`src/ddr3_phy_pkg.sv`:
```
package ddr3_phy_pkg;

  // Lane and pin geometry
  localparam int LANE_COUNT = 2;
  localparam int LANE_BITS = 8;
  localparam int BEAT_COUNT = 2;  // Beats per controller clock
  localparam int DQ_BITS = LANE_COUNT * LANE_BITS;

  // Command bus
  localparam int ADDR_BITS = 14;
  localparam int BANK_BITS = 3;

  // Latency control
  localparam int LAT_BITS = 4;
  localparam int LINE_DEPTH = 16;
  localparam int MIN_LAT = 2;
  localparam int DEFAULT_RD_LAT = 4;
  localparam int DEFAULT_WR_LAT = 4;

  // Field positions in the configuration word
  localparam int CFG_RD_LSB = 8;
  localparam int CFG_WR_LSB = 12;

  typedef logic [LAT_BITS-1:0] lat_t;

  typedef struct packed {
    logic                 cke;
    logic                 reset_n;
    logic                 cs_n;
    logic                 ras_n;
    logic                 cas_n;
    logic                 we_n;
    logic                 odt;
    logic [BANK_BITS-1:0] bank;
    logic [ADDR_BITS-1:0] addr;
  } dfi_cmd_t;

  // Clock disabled, DRAM held in reset, chip deselected
  localparam dfi_cmd_t CMD_DESELECT = '{
    cke: 1'b0, reset_n: 1'b0, cs_n: 1'b1, ras_n: 1'b1, cas_n: 1'b1, we_n: 1'b1,
    odt: 1'b0, bank: '0, addr: '0
  };

  typedef struct packed {
    logic                                  en;
    logic [BEAT_COUNT-1:0]                 mask;
    logic [BEAT_COUNT-1:0][LANE_BITS-1:0]  beat;
  } lane_wr_t;

  typedef struct packed {
    logic                                  oe;
    logic [BEAT_COUNT-1:0]                 mask;
    logic [BEAT_COUNT-1:0][LANE_BITS-1:0]  beat;
  } lane_pin_out_t;

  typedef struct packed {
    logic [BEAT_COUNT-1:0]                 strobe;  // Per-beat DQS valid
    logic [BEAT_COUNT-1:0][LANE_BITS-1:0]  beat;
  } lane_pin_in_t;

  typedef lane_pin_out_t [LANE_COUNT-1:0] pin_out_t;
  typedef lane_pin_in_t [LANE_COUNT-1:0] pin_in_t;

  typedef struct packed {
    logic [BEAT_COUNT-1:0][LANE_BITS-1:0] beat;
  } lane_rd_t;

endpackage

```
`src/ddr3_dfi_phy.sv`:
```
`timescale 1ns/10ps
module ddr3_dfi_phy (
  input  logic                                                          clock,
  input  logic                                                          reset,
  input  logic                                                          cfg_valid_i,
  input  logic [31:0]                                                   cfg_data_i,
  input  ddr3_phy_pkg::dfi_cmd_t                                        dfi_cmd_i,
  input  logic                                                          dfi_wren_i,
  input  logic [ddr3_phy_pkg::BEAT_COUNT-1:0][ddr3_phy_pkg::DQ_BITS-1:0] dfi_data_i,
  input  logic [ddr3_phy_pkg::BEAT_COUNT-1:0][ddr3_phy_pkg::LANE_COUNT-1:0] dfi_mask_i,
  input  logic                                                          dfi_rden_i,
  output logic                                                          dfi_valid_o,
  output logic [ddr3_phy_pkg::BEAT_COUNT-1:0][ddr3_phy_pkg::DQ_BITS-1:0] dfi_data_o,
  output ddr3_phy_pkg::dfi_cmd_t                                        ddr3_cmd_o,
  output ddr3_phy_pkg::pin_out_t                                        pin_o,
  input  ddr3_phy_pkg::pin_in_t                                         pin_i
);
  import ddr3_phy_pkg::*;

  lat_t                      rd_lat;
  lat_t                      wr_lat;
  dfi_cmd_t                  cmd_q;
  lane_rd_t [LANE_COUNT-1:0] lane_rd;

  always_ff @(posedge clock) begin
    if (reset) cmd_q <= CMD_DESELECT;
    else       cmd_q <= dfi_cmd_i;
  end

  assign ddr3_cmd_o = cmd_q;

  phy_config u_config (
    .clock      (clock),
    .reset      (reset),
    .cfg_valid_i(cfg_valid_i),
    .cfg_data_i (cfg_data_i),
    .rd_lat_o   (rd_lat),
    .wr_lat_o   (wr_lat)
  );

  for (genvar l = 0; l < LANE_COUNT; l++) begin : g_lane
    lane_wr_t lane_wr;

    // This lane's byte and mask bit from each beat
    assign lane_wr = '{
      en:   dfi_wren_i,
      mask: {dfi_mask_i[1][l], dfi_mask_i[0][l]},
      beat: {dfi_data_i[1][l*LANE_BITS +: LANE_BITS], dfi_data_i[0][l*LANE_BITS +: LANE_BITS]}
    };

    phy_byte_lane u_lane (
      .clock   (clock),
      .reset   (reset),
      .wr_i    (lane_wr),
      .wr_lat_i(wr_lat),
      .pin_i   (pin_i[l]),
      .pin_o   (pin_o[l]),
      .rd_o    (lane_rd[l])
    );
  end

  phy_read_collect u_collect (
    .clock   (clock),
    .reset   (reset),
    .rden_i  (dfi_rden_i),
    .rd_lat_i(rd_lat),
    .lanes_i (lane_rd),
    .valid_o (dfi_valid_o),
    .data_o  (dfi_data_o)
  );

endmodule

```
`src/latency_line.sv`:
```
`timescale 1ns/10ps
module latency_line #(
  parameter type payload_t = logic
) (
  input  logic               clock,
  input  payload_t           in_i,
  input  ddr3_phy_pkg::lat_t tap_i,
  output payload_t           out_o
);
  import ddr3_phy_pkg::*;

  // Stage n holds the input from n cycles back
  payload_t stage_q [1:LINE_DEPTH-1];

  always_ff @(posedge clock) begin
    stage_q[1] <= in_i;
    for (int i = 2; i < LINE_DEPTH; i++) begin
      stage_q[i] <= stage_q[i-1];
    end
  end

  always_comb begin
    if (tap_i == '0) begin
      out_o = in_i;  // Zero delay bypass
    end else begin
      out_o = stage_q[tap_i];
    end
  end

endmodule

```
`src/phy_byte_lane.sv`:
```
`timescale 1ns/10ps
module phy_byte_lane (
  input  logic                        clock,
  input  logic                        reset,
  input  ddr3_phy_pkg::lane_wr_t      wr_i,
  input  ddr3_phy_pkg::lat_t          wr_lat_i,
  input  ddr3_phy_pkg::lane_pin_in_t  pin_i,
  output ddr3_phy_pkg::lane_pin_out_t pin_o,
  output ddr3_phy_pkg::lane_rd_t      rd_o
);
  import ddr3_phy_pkg::*;

  lat_t          wr_tap;
  lane_wr_t      wr_delayed;
  lane_pin_out_t pin_q;
  lane_rd_t      capture_d;
  lane_rd_t      capture_q;

  // Output register supplies the last cycle of write latency
  assign wr_tap = wr_lat_i - lat_t'(1);

  latency_line #(
    .payload_t(lane_wr_t)
  ) u_wr_line (
    .clock(clock),
    .in_i (wr_i),
    .tap_i(wr_tap),
    .out_o(wr_delayed)
  );

  always_ff @(posedge clock) begin
    if (reset) begin
      pin_q <= '0;
    end else if (wr_delayed.en) begin
      pin_q.oe   <= 1'b1;
      pin_q.mask <= wr_delayed.mask;
      pin_q.beat <= wr_delayed.beat;
    end else begin
      pin_q <= '0;  // Idle bus drives zero
    end
  end

  assign pin_o = pin_q;

  // Each beat only updates where its strobe was seen
  always_comb begin
    for (int b = 0; b < BEAT_COUNT; b++) begin
      if (pin_i.strobe[b]) begin
        capture_d.beat[b] = pin_i.beat[b];
      end else begin
        capture_d.beat[b] = capture_q.beat[b];
      end
    end
  end

  always_ff @(posedge clock) begin
    capture_q <= capture_d;
  end

  // Current pin cycle included, so the collector samples it with the rden tap
  assign rd_o = capture_d;

endmodule

```
`src/phy_config.sv`:
```
`timescale 1ns/10ps
module phy_config (
  input  logic               clock,
  input  logic               reset,
  input  logic               cfg_valid_i,
  input  logic [31:0]        cfg_data_i,
  output ddr3_phy_pkg::lat_t rd_lat_o,
  output ddr3_phy_pkg::lat_t wr_lat_o
);
  import ddr3_phy_pkg::*;

  lat_t rd_lat_q;
  lat_t wr_lat_q;
  lat_t rd_field;
  lat_t wr_field;

  // Latencies below the pipeline minimum cannot be met
  function automatic lat_t clamp_lat(input lat_t value);
    if (value < lat_t'(MIN_LAT)) begin
      return lat_t'(MIN_LAT);
    end
    return value;
  endfunction

  assign rd_field = cfg_data_i[CFG_RD_LSB +: LAT_BITS];
  assign wr_field = cfg_data_i[CFG_WR_LSB +: LAT_BITS];

  always_ff @(posedge clock) begin
    if (reset) begin
      rd_lat_q <= lat_t'(DEFAULT_RD_LAT);
      wr_lat_q <= lat_t'(DEFAULT_WR_LAT);
    end else if (cfg_valid_i) begin
      rd_lat_q <= clamp_lat(rd_field);
      wr_lat_q <= clamp_lat(wr_field);
    end
  end

  assign rd_lat_o = rd_lat_q;
  assign wr_lat_o = wr_lat_q;

endmodule

```
`src/phy_read_collect.sv`:
```
`timescale 1ns/10ps
module phy_read_collect (
  input  logic                                                          clock,
  input  logic                                                          reset,
  input  logic                                                          rden_i,
  input  ddr3_phy_pkg::lat_t                                            rd_lat_i,
  input  ddr3_phy_pkg::lane_rd_t [ddr3_phy_pkg::LANE_COUNT-1:0]         lanes_i,
  output logic                                                          valid_o,
  output logic [ddr3_phy_pkg::BEAT_COUNT-1:0][ddr3_phy_pkg::DQ_BITS-1:0] data_o
);
  import ddr3_phy_pkg::*;

  logic                                rden_tap;
  logic                                valid_q;
  logic [BEAT_COUNT-1:0][DQ_BITS-1:0] data_d;
  logic [BEAT_COUNT-1:0][DQ_BITS-1:0] data_q;

  latency_line #(
    .payload_t(logic)
  ) u_rden_line (
    .clock(clock),
    .in_i (rden_i),
    .tap_i(rd_lat_i),
    .out_o(rden_tap)
  );

  // Lane bytes side by side within each beat
  always_comb begin
    for (int b = 0; b < BEAT_COUNT; b++) begin
      for (int l = 0; l < LANE_COUNT; l++) begin
        data_d[b][l*LANE_BITS +: LANE_BITS] = lanes_i[l].beat[b];
      end
    end
  end

  always_ff @(posedge clock) begin
    if (reset) begin
      valid_q <= 1'b0;
    end else begin
      valid_q <= rden_tap;
    end
  end

  always_ff @(posedge clock) begin
    if (rden_tap) data_q <= data_d;  // Hold between reads
  end

  assign valid_o = valid_q;
  assign data_o  = data_q;

endmodule

```
`config.mk`:
```
export PLATFORM = sky130hd
export DESIGN_NAME = ddr3_dfi_phy
export DESIGN_NICKNAME = d
export VERILOG_FILES = /design/src/ddr3_phy_pkg.sv /design/src/ddr3_dfi_phy.sv /design/src/latency_line.sv /design/src/phy_byte_lane.sv /design/src/phy_config.sv /design/src/phy_read_collect.sv
export SDC_FILE = /design/constraint.sdc
export NUM_CORES = 1
export LEC_CHECK = 0
export BUFFER_PORTS_ARGS = -buffer_cell sky130_fd_sc_hd__buf_2
export CAP_MARGIN = 20
export CORE_ASPECT_RATIO = 0.8
export CORE_MARGIN = 1.5
export CORE_UTILIZATION = 51
export CTS_CLUSTER_SIZE = 12
export DETAILED_ROUTE_END_ITERATION = 8
export PLACE_DENSITY = 0.74
export SLEW_MARGIN = 15
export SYNTH_ARGS = -nofsm -noshare
export SYNTH_HDL_FRONTEND = slang
export SYNTH_SLANG_ARGS = --single-unit
```
`constraint.sdc`:
```
create_clock -name clock -period 4.2 [get_ports clock]
set_clock_uncertainty 0.2 [all_clocks]
set_input_delay 0.84 -clock clock [delete_from_list [all_inputs] [get_ports clock]]
set_output_delay 0.84 -clock clock [all_outputs]
set_load 0.05 [all_outputs]
```
==> results of run 1 <==
how the worst max path moves through the flow:
stage	from	slack (ns)	to
3_5_place_dp	u_config.wr_lat_o[0]$_SDFFE_PP0P_	0.95	g_lane[0].u_lane.pin_o[3]$_SDFF_PP0_
3_3_place_gp	u_config.wr_lat_o[0]$_SDFFE_PP0P_	0.97	g_lane[0].u_lane.pin_o[3]$_SDFF_PP0_
6_report	u_config.wr_lat_o[1]$_SDFFE_PP0P_	1.05	g_lane[0].u_lane.pin_o[9]$_SDFF_PP0_
2_1_floorplan	flop	0.19	u_collect.data_o[0]$_DFFE_PP_
4_1_cts	u_config.wr_lat_o[0]$_SDFFE_PP0P_	0.95	g_lane[0].u_lane.pin_o[9]$_SDFF_PP0_
5_1_grt	u_config.wr_lat_o[0]$_SDFFE_PP0P_	0.80	g_lane[0].u_lane.pin_o[9]$_SDFF_PP0_
worst max-delay path: stages (launching register included):
cell and delay, ns:
dfxtp_1 0.42, inv_1 0.13, ha_4 0.70, o21a_1 0.24
o21ai_1 0.11, a21oi_4 0.78, buf_4 0.33, a2111oi_4 0.06
state kept, by name, indices dropped and copies added (netlist names), named ones only:
signal,flops
u_collect.data_o,32
g_lane.u_lane.pin_o,37
g_lane.u_lane.u_wr_line.stage_q,555
u_collect.valid_o,1
g_lane.u_lane.capture_q,32
ddr3_cmd_o,24
u_collect.u_rden_line.stage_q,15
u_config.rd_lat_o,4
u_config.wr_lat_o,4
layer usage:
| layer | GRT usage, % | vias to the layer above |
|---|---|---|
| met4 | 5.96 | 0 |
| met3 | 3.11 | 66 |
| met2 | 30.1 | 193 |
| li1 | - | 5249 |
| met1 | 23.4 | 5420 |
| met5 | 0 | - |
cell type report:
class,count,area [µm²]
timing repair buffer,224,1240
inverter,3,11.3
clock inverter,5,53.8
fill,2955,16100
antenna,3,7.51
tap,544,681
clock buffer,90,1930
multi-input combinational,553,6170
sequential,708,14500
per-stage QoR:
| stage | hold slack, ns | instances | utilization (%) |
|---|---|---|---|
| 2_1_floorplan | 0.126 | 1344 | - |
| 3_3_place_gp | 0.127 | 2032 | 55.5 |
| 3_5_place_dp | 0.131 | 2032 | 55.5 |
| 4_1_cts | 0.138 | 2127 | 60.4 |
| 5_1_grt | 0.140 | 2128 | 60.4 |
| 6_report | 0.139 | 2130 | 60.4 |
power by group through the flow:
stage / Combinational, mW / Sequential, mW / Clock [mW]
finish: 1.87 / 7.43 / 5.52
global route: 1.99 / 7.47 / 5.92
CTS: 1.89 / 7.43 / 5.65
detailed placement: 1.87 / 7.57 / 0
global placement: 1.86 / 7.54 / 0
floorplan: 1.01 / 7.94 / 0
placed cells by master (no fill, tap or decap), drive strengths merged:
cell,synthesis,routed
mux2i,42,42
a21o,10,10
a22oi,1,1
inv,3,4
a211oi,4,4
nand2,77,77
ha,2,2
or2,5,5
o21a,1,1
nand2b,7,7
diode,0,3
buf,44,224
o21ai,63,63
a311o,1,1
nor3,1,1
edfxtp,32,32
a211o,2,2
a2111oi,31,31
o211ai,5,5
clkinvlp,0,1
xnor2,1,1
o31a,1,1
and3,31,31
nor2,11,11
clkbuf,36,90
nor2b,23,23
mux2,64,64
a21oi,35,35
nand3,10,10
dfxtp,676,676
xor2,1,1
mux4,113,113
nor4,2,2
clkinv,0,3
o31ai,1,1
and2,1,1
a311oi,5,5
o311ai,2,2
cells by family (layout without fill, tap and decap cells):
group / count (synthesis) / after routing / synth area share [%]
AO/OA/AOI/OAI: 162 / 162 / 7.32
other: 0 / 3 / 0
adder cells (fa/ha/maj): 2 / 2 / 0.119
XOR/XNOR: 2 / 2 / 0.119
buffers and inverters: 83 / 322 / 2.14
multiplexers: 219 / 219 / 17.5
AND/OR/NAND/NOR: 168 / 168 / 3.96
flip-flops: 708 / 708 / 68.8
==> results.txt, run 1 <==
Hold Path Stages: 0
Critical path arrival: 3.34 ns
Die Width: 230 µm
Die Height: 185 µm
Syn-to-layout area delta: 16.8%
Max Transition Viols Final: 0
Worst Reg-to-Reg Cells: 7
Gpl congestion: 0.781
Status: complete, no violations
Worst vdd ir: 0.325 mV
R2r startpoint: u_config.wr_lat_o[1]$_SDFFE_PP0P_
Clock insertion delay at the later pin of the skew report: 0.56 ns
Fraction of layout cells with a size suffix above 1: 33.4%
Placed instance area: 0.0226 mm²
CTS hold repair buffers: 0
First-pass GRT wire length: 60.0 mm
Slew @ Worst Pin: 0.963 ns
Cell taking the most area after synthesis: dfxtp_1
Detailed router's first-iteration violation count: 538
Initial antenna violation count: 1
Kind of end point of the critical path: flop
Final instance area: 0.0246 mm²
Sw Ratio: 24.9%
Root Driver: clkbuf_16
Async set-reset flop share out of synthesis: 0%
Most frequent cell after synthesis: dfxtp_1
CP Launch Type: flop
Rows: 66
Syn Area/Cell: 15.7 µm²
Post-synthesis register bit count: 708
Vias in the first global route: 11500
Post-synth top cells: dfxtp_1 (676), mux4_2 (113), nand2_1 (77)
EDFF count, synth: 32
Ys flop type: dfxtp_1
Netlist cell types: 46
CTS max path bufs: 3
Max-slew headroom: 35.8%
I/O Buffers: 203
Clock transition at the registers of the reported paths: 0.06 ns
Synth top area cells: dfxtp_1 (64%), mux4_2 (12%), edfxtp_1 (4.6%)
RSZ-0062 raised after global routing: no
Yosys warns: 0
DR top layer: met4
IO Count: 228
Final setup fails: 0
Routed Antenna Nets: 0
Largest net degree at the start of global routing: 112
P_int: 11.1 mW
Post-Syn Nets: 1479
Flop pwr share: 50.1%
Hold Vio Cnt, Final: 0
Worst Hold End: g_lane[1].u_lane.u_wr_line.stage_q[11][15]$_DFF_P_
Psw: 3.69 mW
CTS tree: yes
Nets@finish: 1695
Met1 WL: 17.2 mm
HP Class: flop to flop
Top cell type's share of synthesized area: 64.3%
H-tree depth: 3
WL met3: 1.42 mm
Fmax: 317 MHz
Setup WS post-layout: 1.05 ns
# DRC: 0
Worst R2R Setup Slack: 1.05 ns
Fin Setup TNS: 0 ns
P per Cell Area: 602 mW/mm²
Mapped cell area: 0.0211 mm²
CP Class: flop to flop
Final min period: 3.15 ns
Post-Route WL: 37.8 mm
GRT Util Overall: 17.8%
Clock share of power: 37.3%
Die area: 0.0425 mm²
Congestion Overflow GR: 0
Pre-Repair DR Iteration Count: 4
R2r endpoint: g_lane[0].u_lane.pin_o[9]$_SDFF_PP0_
Core Area: 0.0407 mm²
# Post-CTS Setup Buffers: 0
Crit share post-route: 75.1%
Place WS: 0.949 ns
HPWL Detailed: 23.0 mm
Max cap viols: 0
CP max FO: 38
Logic pwr share: 12.6%
Cells after Synth: 1344
Final Power: 14.8 mW
Hold wc startpoint: g_lane[1].u_lane.u_wr_line.stage_q[10][15]$_DFF_P_
Via count: 10900
Initial Util: 51.7%
Standby leakage power: 9.76 nW
DR WL/cell: 17.7 µm
Sequential area share after synthesis: 68.8%
WP data required: 4.39 ns
Routed wl met2: 18.3 mm
Num CTS Buffers: 70
Cts repair resizes: 0
CTS Sinks: 708
Vias per cell: 5.13
No activity file was read; power rests on OpenSTA's default activity.
==> inputs of run 2 (changes only) <==
--- a/config.mk
+++ b/config.mk
@@ -9,10 +9,10 @@
 export CAP_MARGIN = 20
 export CORE_ASPECT_RATIO = 0.8
 export CORE_MARGIN = 1.5
-export CORE_UTILIZATION = 51
+export CORE_UTILIZATION = 57
 export CTS_CLUSTER_SIZE = 12
 export DETAILED_ROUTE_END_ITERATION = 8
-export PLACE_DENSITY = 0.74
+export PLACE_DENSITY = 0.78
 export SLEW_MARGIN = 15
 export SYNTH_ARGS = -nofsm -noshare
 export SYNTH_HDL_FRONTEND = slang
==> constraint.sdc (replaced) <==
create_clock -name clock -period 3 [get_ports clock]
set_clock_uncertainty 0.2 [all_clocks]
set_input_delay 0.6 -clock clock [delete_from_list [all_inputs] [get_ports clock]]
set_output_delay 0.6 -clock clock [all_outputs]
set_load 0.05 [all_outputs]
==> run 2 against run 1 <==
Combinational power rose by 44%; final area rose by 1.5%; critical path depth stayed put; wire length is 2.2% higher; sequential share of layout area fell by 0.85 points; power is 40% higher; die area down 10%; global-route usage is 3.1 points higher; first-iteration DRC count grew 17%; cell count down 1.0%; critical endpoint is now g_lane[1].u_lane.pin_o[4]$_SDFF_PP0_.
==> results.txt, run 2 (synthesis gave the netlist of run 1 again) <==
Status: complete, no violations
Cts repair resizes: 0
Clock insertion delay at the later pin of the skew report: 0.57 ns
Worst vdd ir: 0.498 mV
Worst Hold End: ddr3_cmd_o[18]$_SDFF_PP1_
Fmax: 356 MHz
Nets@finish: 1739
Congestion Overflow GR: 0
Die Width: 218 µm
IO Count: 228
CTS tree: yes
Worst Reg-to-Reg Cells: 7
Root Driver: clkbuf_16
Max FFs per register: 555
Hold wc startpoint: dfi_cmd_i[18]
Commonest non-fill, non-tap cell in the layout: dfxtp_1
H-tree depth: 3
CP Launch Point: u_config.wr_lat_o[0]$_SDFFE_PP0P_
HP Class: input pin to flop
Slew @ Worst Pin: 0.696 ns
WP data required: 3.26 ns
P per Cell Area: 831 mW/mm²
Rows: 62
Standby leakage power: 9.94 nW
GRT Util Overall: 20.9%
Fraction of layout cells with a size suffix above 1: 32.5%
Post-Route WL: 38.6 mm
Hold Path Stages: 2
Initial antenna violation count: 1
Biggest register: g_lane.u_lane.u_wr_line.stage_q
Routed Antenna Nets: 0
R2r endpoint: g_lane[1].u_lane.pin_o[4]$_SDFF_PP0_
CTS hold repair buffers: 41
Vias in the first global route: 11900
Die area: 0.0381 mm²
RSZ-0062 raised after global routing: no
Setup WS post-layout: 0.189 ns
Max Transition Viols Final: 0
First-pass GRT wire length: 62.8 mm
Met1 Usage GRT: 27.5%
Final std cells w/o fill: 2108
I/O Buffers: 203
Die Height: 175 µm
Critical path arrival: 3.07 ns
Clock transition at the registers of the reported paths: 0.06 ns
Commonest non-fill, non-tap cells in the layout: dfxtp_1 (675), buf_2 (203), mux4_2 (113)
Final Power: 20.7 mW
Initial Util: 58.2%
Gr busiest metal: met2
Via count: 11200
Largest net degree at the start of global routing: 86
Detailed router's first-iteration violation count: 627
Met3 global-route usage: 3.59%
Num CTS Buffers: 70
Final setup fails: 0
Max-slew headroom: 53.6%
CP max FO: 14
Met2 usage: 35.0%
Gpl congestion: 0.769
Pre-Repair DR Iteration Count: 6
Hold Vio Cnt, Final: 0
# Post-CTS Setup Buffers: 0
Final min period: 2.81 ns
R2r startpoint: u_config.wr_lat_o[0]$_SDFFE_PP0P_
CP Launch Type: flop
Fin Setup TNS: 0 ns
Place WS: 0.235 ns
Syn-to-layout area delta: 18.5%
Vias per cell: 5.30
CTS Sinks: 708
Post-Place Cells: 1971
# DRC: 0
DR WL/cell: 18.3 µm
CTS max path bufs: 3
Worst R2R Setup Slack: 0.19 ns
Max cap viols: 0
Core Area: 0.0361 mm²
CP Class: flop to flop
Kind of end point of the critical path: flop
HPWL Detailed: 23.1 mm
Crit share post-route: 93.7%
## run 2: worst max-delay path, cell delays in order (launching register included)
cell	delay [ns]
dfxtp_4	0.47
inv_1	0.11
ha_4	0.43
mux4_2	0.23
nand2_1	0.05
a311o_2	0.62
buf_4	0.31
a2111oi_4	0.26
## run 2: through the flow
step                hold WS (ns)  cell area, µm²  util, %
finish                    0.0179           24900     69.0
global route              0.0182           24900     69.0
CTS                      0.00141           24900     69.0
detailed placement         0.132           22600     62.5
global placement           0.127           22600     62.5
floorplan                  0.126           21100        -
## run 2: area by class of cell
cell class                      instances  area (µm²)
Clock inverter                          6        58.8
Multi-Input combinational cell        553        6170
Timing Repair Buffer                  268        1730
Sequential cell                       708       14500
Antenna cell                            1        2.50
Fill cell                            2376       11200
Inverter                                3        11.3
Tap cell                              480         601
Clock buffer                           89        1880
## run 2: worst max path at each step
stage	endpoint	depth (start not counted)	slack (ns)
after floorplan	g_lane[0].u_lane.pin_o[10]$_SDFF_PP0_	12	0.02
after global placement	g_lane[0].u_lane.pin_o[1]$_SDFF_PP0_	8	0.28
after detailed placement	g_lane[0].u_lane.pin_o[13]$_SDFF_PP0_	7	0.23
after CTS	g_lane[0].u_lane.pin_o[6]$_SDFF_PP0_	8	0.17
after global routing	g_lane[1].u_lane.pin_o[1]$_SDFF_PP0_	7	0.04
final	g_lane[1].u_lane.pin_o[4]$_SDFF_PP0_	7	0.19
## run 2: report_power, final
| part | total [mW] | internal (mW) | switching (mW) |
|---|---|---|---|
| clock | 7.64 | 4.36 | 3.28 |
| sequential | 10.4 | 10.1 | 0.258 |
| combinational | 2.69 | 1.00 | 1.69 |
## run 2: routing by layer
layer / up-vias / wire length (µm)
li1: 5364 / -
met1: 5510 / 17100
met2: 223 / 19100
met3: 69 / 1560
met4: 0 / 860
met5: - / 0
==> inputs of run 3 (changes only) <==
--- a/config.mk
+++ b/config.mk
@@ -16,4 +16,5 @@
 export SLEW_MARGIN = 15
 export SYNTH_ARGS = -nofsm -noshare
 export SYNTH_HDL_FRONTEND = slang
+export SYNTH_HIERARCHICAL = 1
 export SYNTH_SLANG_ARGS = --single-unit
==> run 3 against run 2 <==
Utilization down 0.58 points; worst hold slack better by 0.014 ns; clock power up 2%; largest power group unchanged; register-to-register slack better by 0.02 ns; fmax up 0.78%; critical path depth up 2; power up 0.42%; flip-flop and latch count up 12.
==> results.txt, run 3 <==
Routed Antenna Nets: 0
Synth Area in Compound Gates: 5.87%
Final setup fails: 0
Final instance area: 0.0253 mm²
Max FFs per register: 570
Yosys warns: 6
Rows: 63
CTS hold repair buffers: 41
Adder and majority cell fraction of the synthesized area: 0.117%
Standby leakage power: 11.2 nW
Area share of and/or/nand/nor cells after synthesis: 3.93%
Top cell type's share of synthesized area: 64.3%
Sequential area share after synthesis: 68.8%
Commonest non-fill, non-tap cell in the layout: dfxtp_1
Crit share post-route: 93.0%
CTS tree: yes
Worst vdd ir: 0.555 mV
Commonest non-fill, non-tap cells in the layout: dfxtp_1 (688), buf_2 (203), mux2i_1 (118)
Final min period: 2.79 ns
Core Area: 0.0370 mm²
Kind of end point of the critical path: flop
CP Class: flop to flop
EDFF count, synth: 32
Fraction of layout cells with a size suffix above 1: 29.4%
Netlist cell types: 34
XOR/XNOR Fraction of Synth Area: 0.163%
Detailed router's first-iteration violation count: 487
CTS max path bufs: 3
# Post-CTS Setup Buffers: 0
DR WL/cell: 17.9 µm
Final Util: 68.4%
Initial antenna violation count: 3
Hold WS: 0.0320 ns
Cts repair resizes: 0
Critical path arrival: 3.12 ns
HPWL Detailed: 23.3 mm
Initial Util: 57.8%
Root Driver: clkbuf_16
Clock transition at the registers of the reported paths: 0.06 ns
Max Transition Viols Final: 0
Largest net degree at the start of global routing: 61
Syn-to-layout area delta: 18.3%
P per Cell Area: 821 mW/mm²
Max cap viols: 0
I/O Buffers: 203
RSZ-0062 raised after global routing: no
Status: complete, no violations
HP Class: input pin to flop
WP data required: 3.33 ns
Hold Vio Cnt, Final: 0
Mapped cell area: 0.0214 mm²
Cells after Synth: 1396
Syn Area/Cell: 15.3 µm²
CTS Sinks: 720
Synth top area cells: dfxtp_1 (64%), mux4_1 (7.1%), mux2i_1 (5.6%)
Pre-Repair DR Iteration Count: 4
Post-synthesis mux area share: 18.7%
Nets@finish: 1800
Num CTS Buffers: 71
Most frequent cell after synthesis: dfxtp_1
Async set-reset flop share out of synthesis: 0%
Post-Route WL: 39.0 mm
Die Height: 176 µm
Max-slew headroom: 57.9%
Final Power: 20.8 mW
GRT Util Overall: 20.3%
Largest family of logic cells by synthesized area: multiplexers
CP Launch Type: flop
Post-Syn Nets: 1531
IO Count: 228
Via count: 11600
Slew @ Worst Pin: 0.631 ns
Clock insertion delay at the later pin of the skew report: 0.59 ns
H-tree depth: 3
Biggest register: g_lane.u_lane/u_wr_line/stage_q
Congestion Overflow GR: 0
Die area: 0.0388 mm²
Fill cell count: 2484
First-pass GRT wire length: 62.1 mm
Vias per cell: 5.33
Die Width: 220 µm
CP max FO: 40
Fmax: 359 MHz
Cell taking the most area after synthesis: dfxtp_1
# DRC: 0
Fin Setup TNS: 0 ns
Post-synthesis register bit count: 720
Post-synth top cells: dfxtp_1 (688), mux2i_1 (119), mux2_2 (70)
Gpl congestion: 0.748
Worst R2R Setup Slack: 0.21 ns
Vias in the first global route: 12000
Ys flop type: dfxtp_1
Placed instance area: 0.0229 mm²
==> run 3: cell types whose count changed in the layout (fill, tap and decap cells not counted), moves of 36 or more <==
cell,change
mux2i_1,+76
nand2_1,-37
mux4_2,-91
mux4_1,+58
and2_2,+36
o22ai_1,+38
==> run 3: logic make-up after synthesis <==
| logic type | after synthesis |
|---|---|
| flops | 720 |
| mux | 269 |
| compound gates | 162 |
| simple gates | 157 |
| buf+inv | 82 |
| xor+xnor | 4 |
| fa+ha+maj | 2 |
==> run 3: routing by layer <==
metal | up-vias | part of all wire [%] | track usage, % | wire, µm
met5 | - | 0 | 0 | 0
met3 | 76 | 5.0 | 4.86 | 1970
met2 | 255 | 47 | 32.5 | 18200
met1 | 5713 | 46 | 27.0 | 18000
met4 | 0 | 2.2 | 6.94 | 846
li1 | 5553 | - | - | -
==> run 3: final timing paths <==
check / startpoint / end / cells past startpoint
worst max-delay path: u_config/wr_lat_o[0]$_SDFFE_PP0P_ / g_lane[0].u_lane/pin_o[6]$_SDFF_PP0_ / 9
worst max register to register: u_config/wr_lat_o[0]$_SDFFE_PP0P_ / g_lane[0].u_lane/pin_o[6]$_SDFF_PP0_ / 9
worst min register to register: g_lane[0].u_lane/u_wr_line/stage_q[9][6]$_DFF_P_ / g_lane[0].u_lane/u_wr_line/stage_q[10][6]$_DFF_P_ / 0
worst min-delay path: dfi_cmd_i[0] / ddr3_cmd_o[0]$_SDFF_PP0_ / 2
==> run 3: layout make-up <==
type                       instances  area (µm²)  area share (%)
clock inverter                     8        98.8           0.390
antenna                            3        7.51          0.0296
multi-input combinational        594        6250            24.6
sequential                       720       14700            58.1
tap                              487         609            2.40
timing repair buffer             272        1740            6.85
clock buffer                      84        1890            7.44
inverter                           6        27.5           0.109
==> run 3: where the power goes <==
| group | total [mW] | switching (mW) | internal, mW |
|---|---|---|---|
| combinational | 2.46 | 1.47 | 0.982 |
| clock | 7.82 | 3.38 | 4.44 |
| sequential | 10.5 | 0.254 | 10.3 |
==> run 3: worst max-delay path, cell delays in order (launching register included) <==
cell     delay, ns
dfxtp_1       0.49
inv_4         0.09
ha_1          0.26
xor2_4        0.19
buf_12        0.22
nor4_2        0.35
a22oi_2       0.13
nand2_1       0.08
nor2b_4       0.47
and2_2        0.24
==> run 3: through the flow <==
step | std cells | setup WS [ns]
2_1_floorplan | 1396 | 0.315
3_3_place_gp | 2038 | 0.194
3_5_place_dp | 2038 | 0.190
6_report | 2174 | 0.211
4_1_cts | 2171 | 0.160
5_1_grt | 2174 | 0.0335
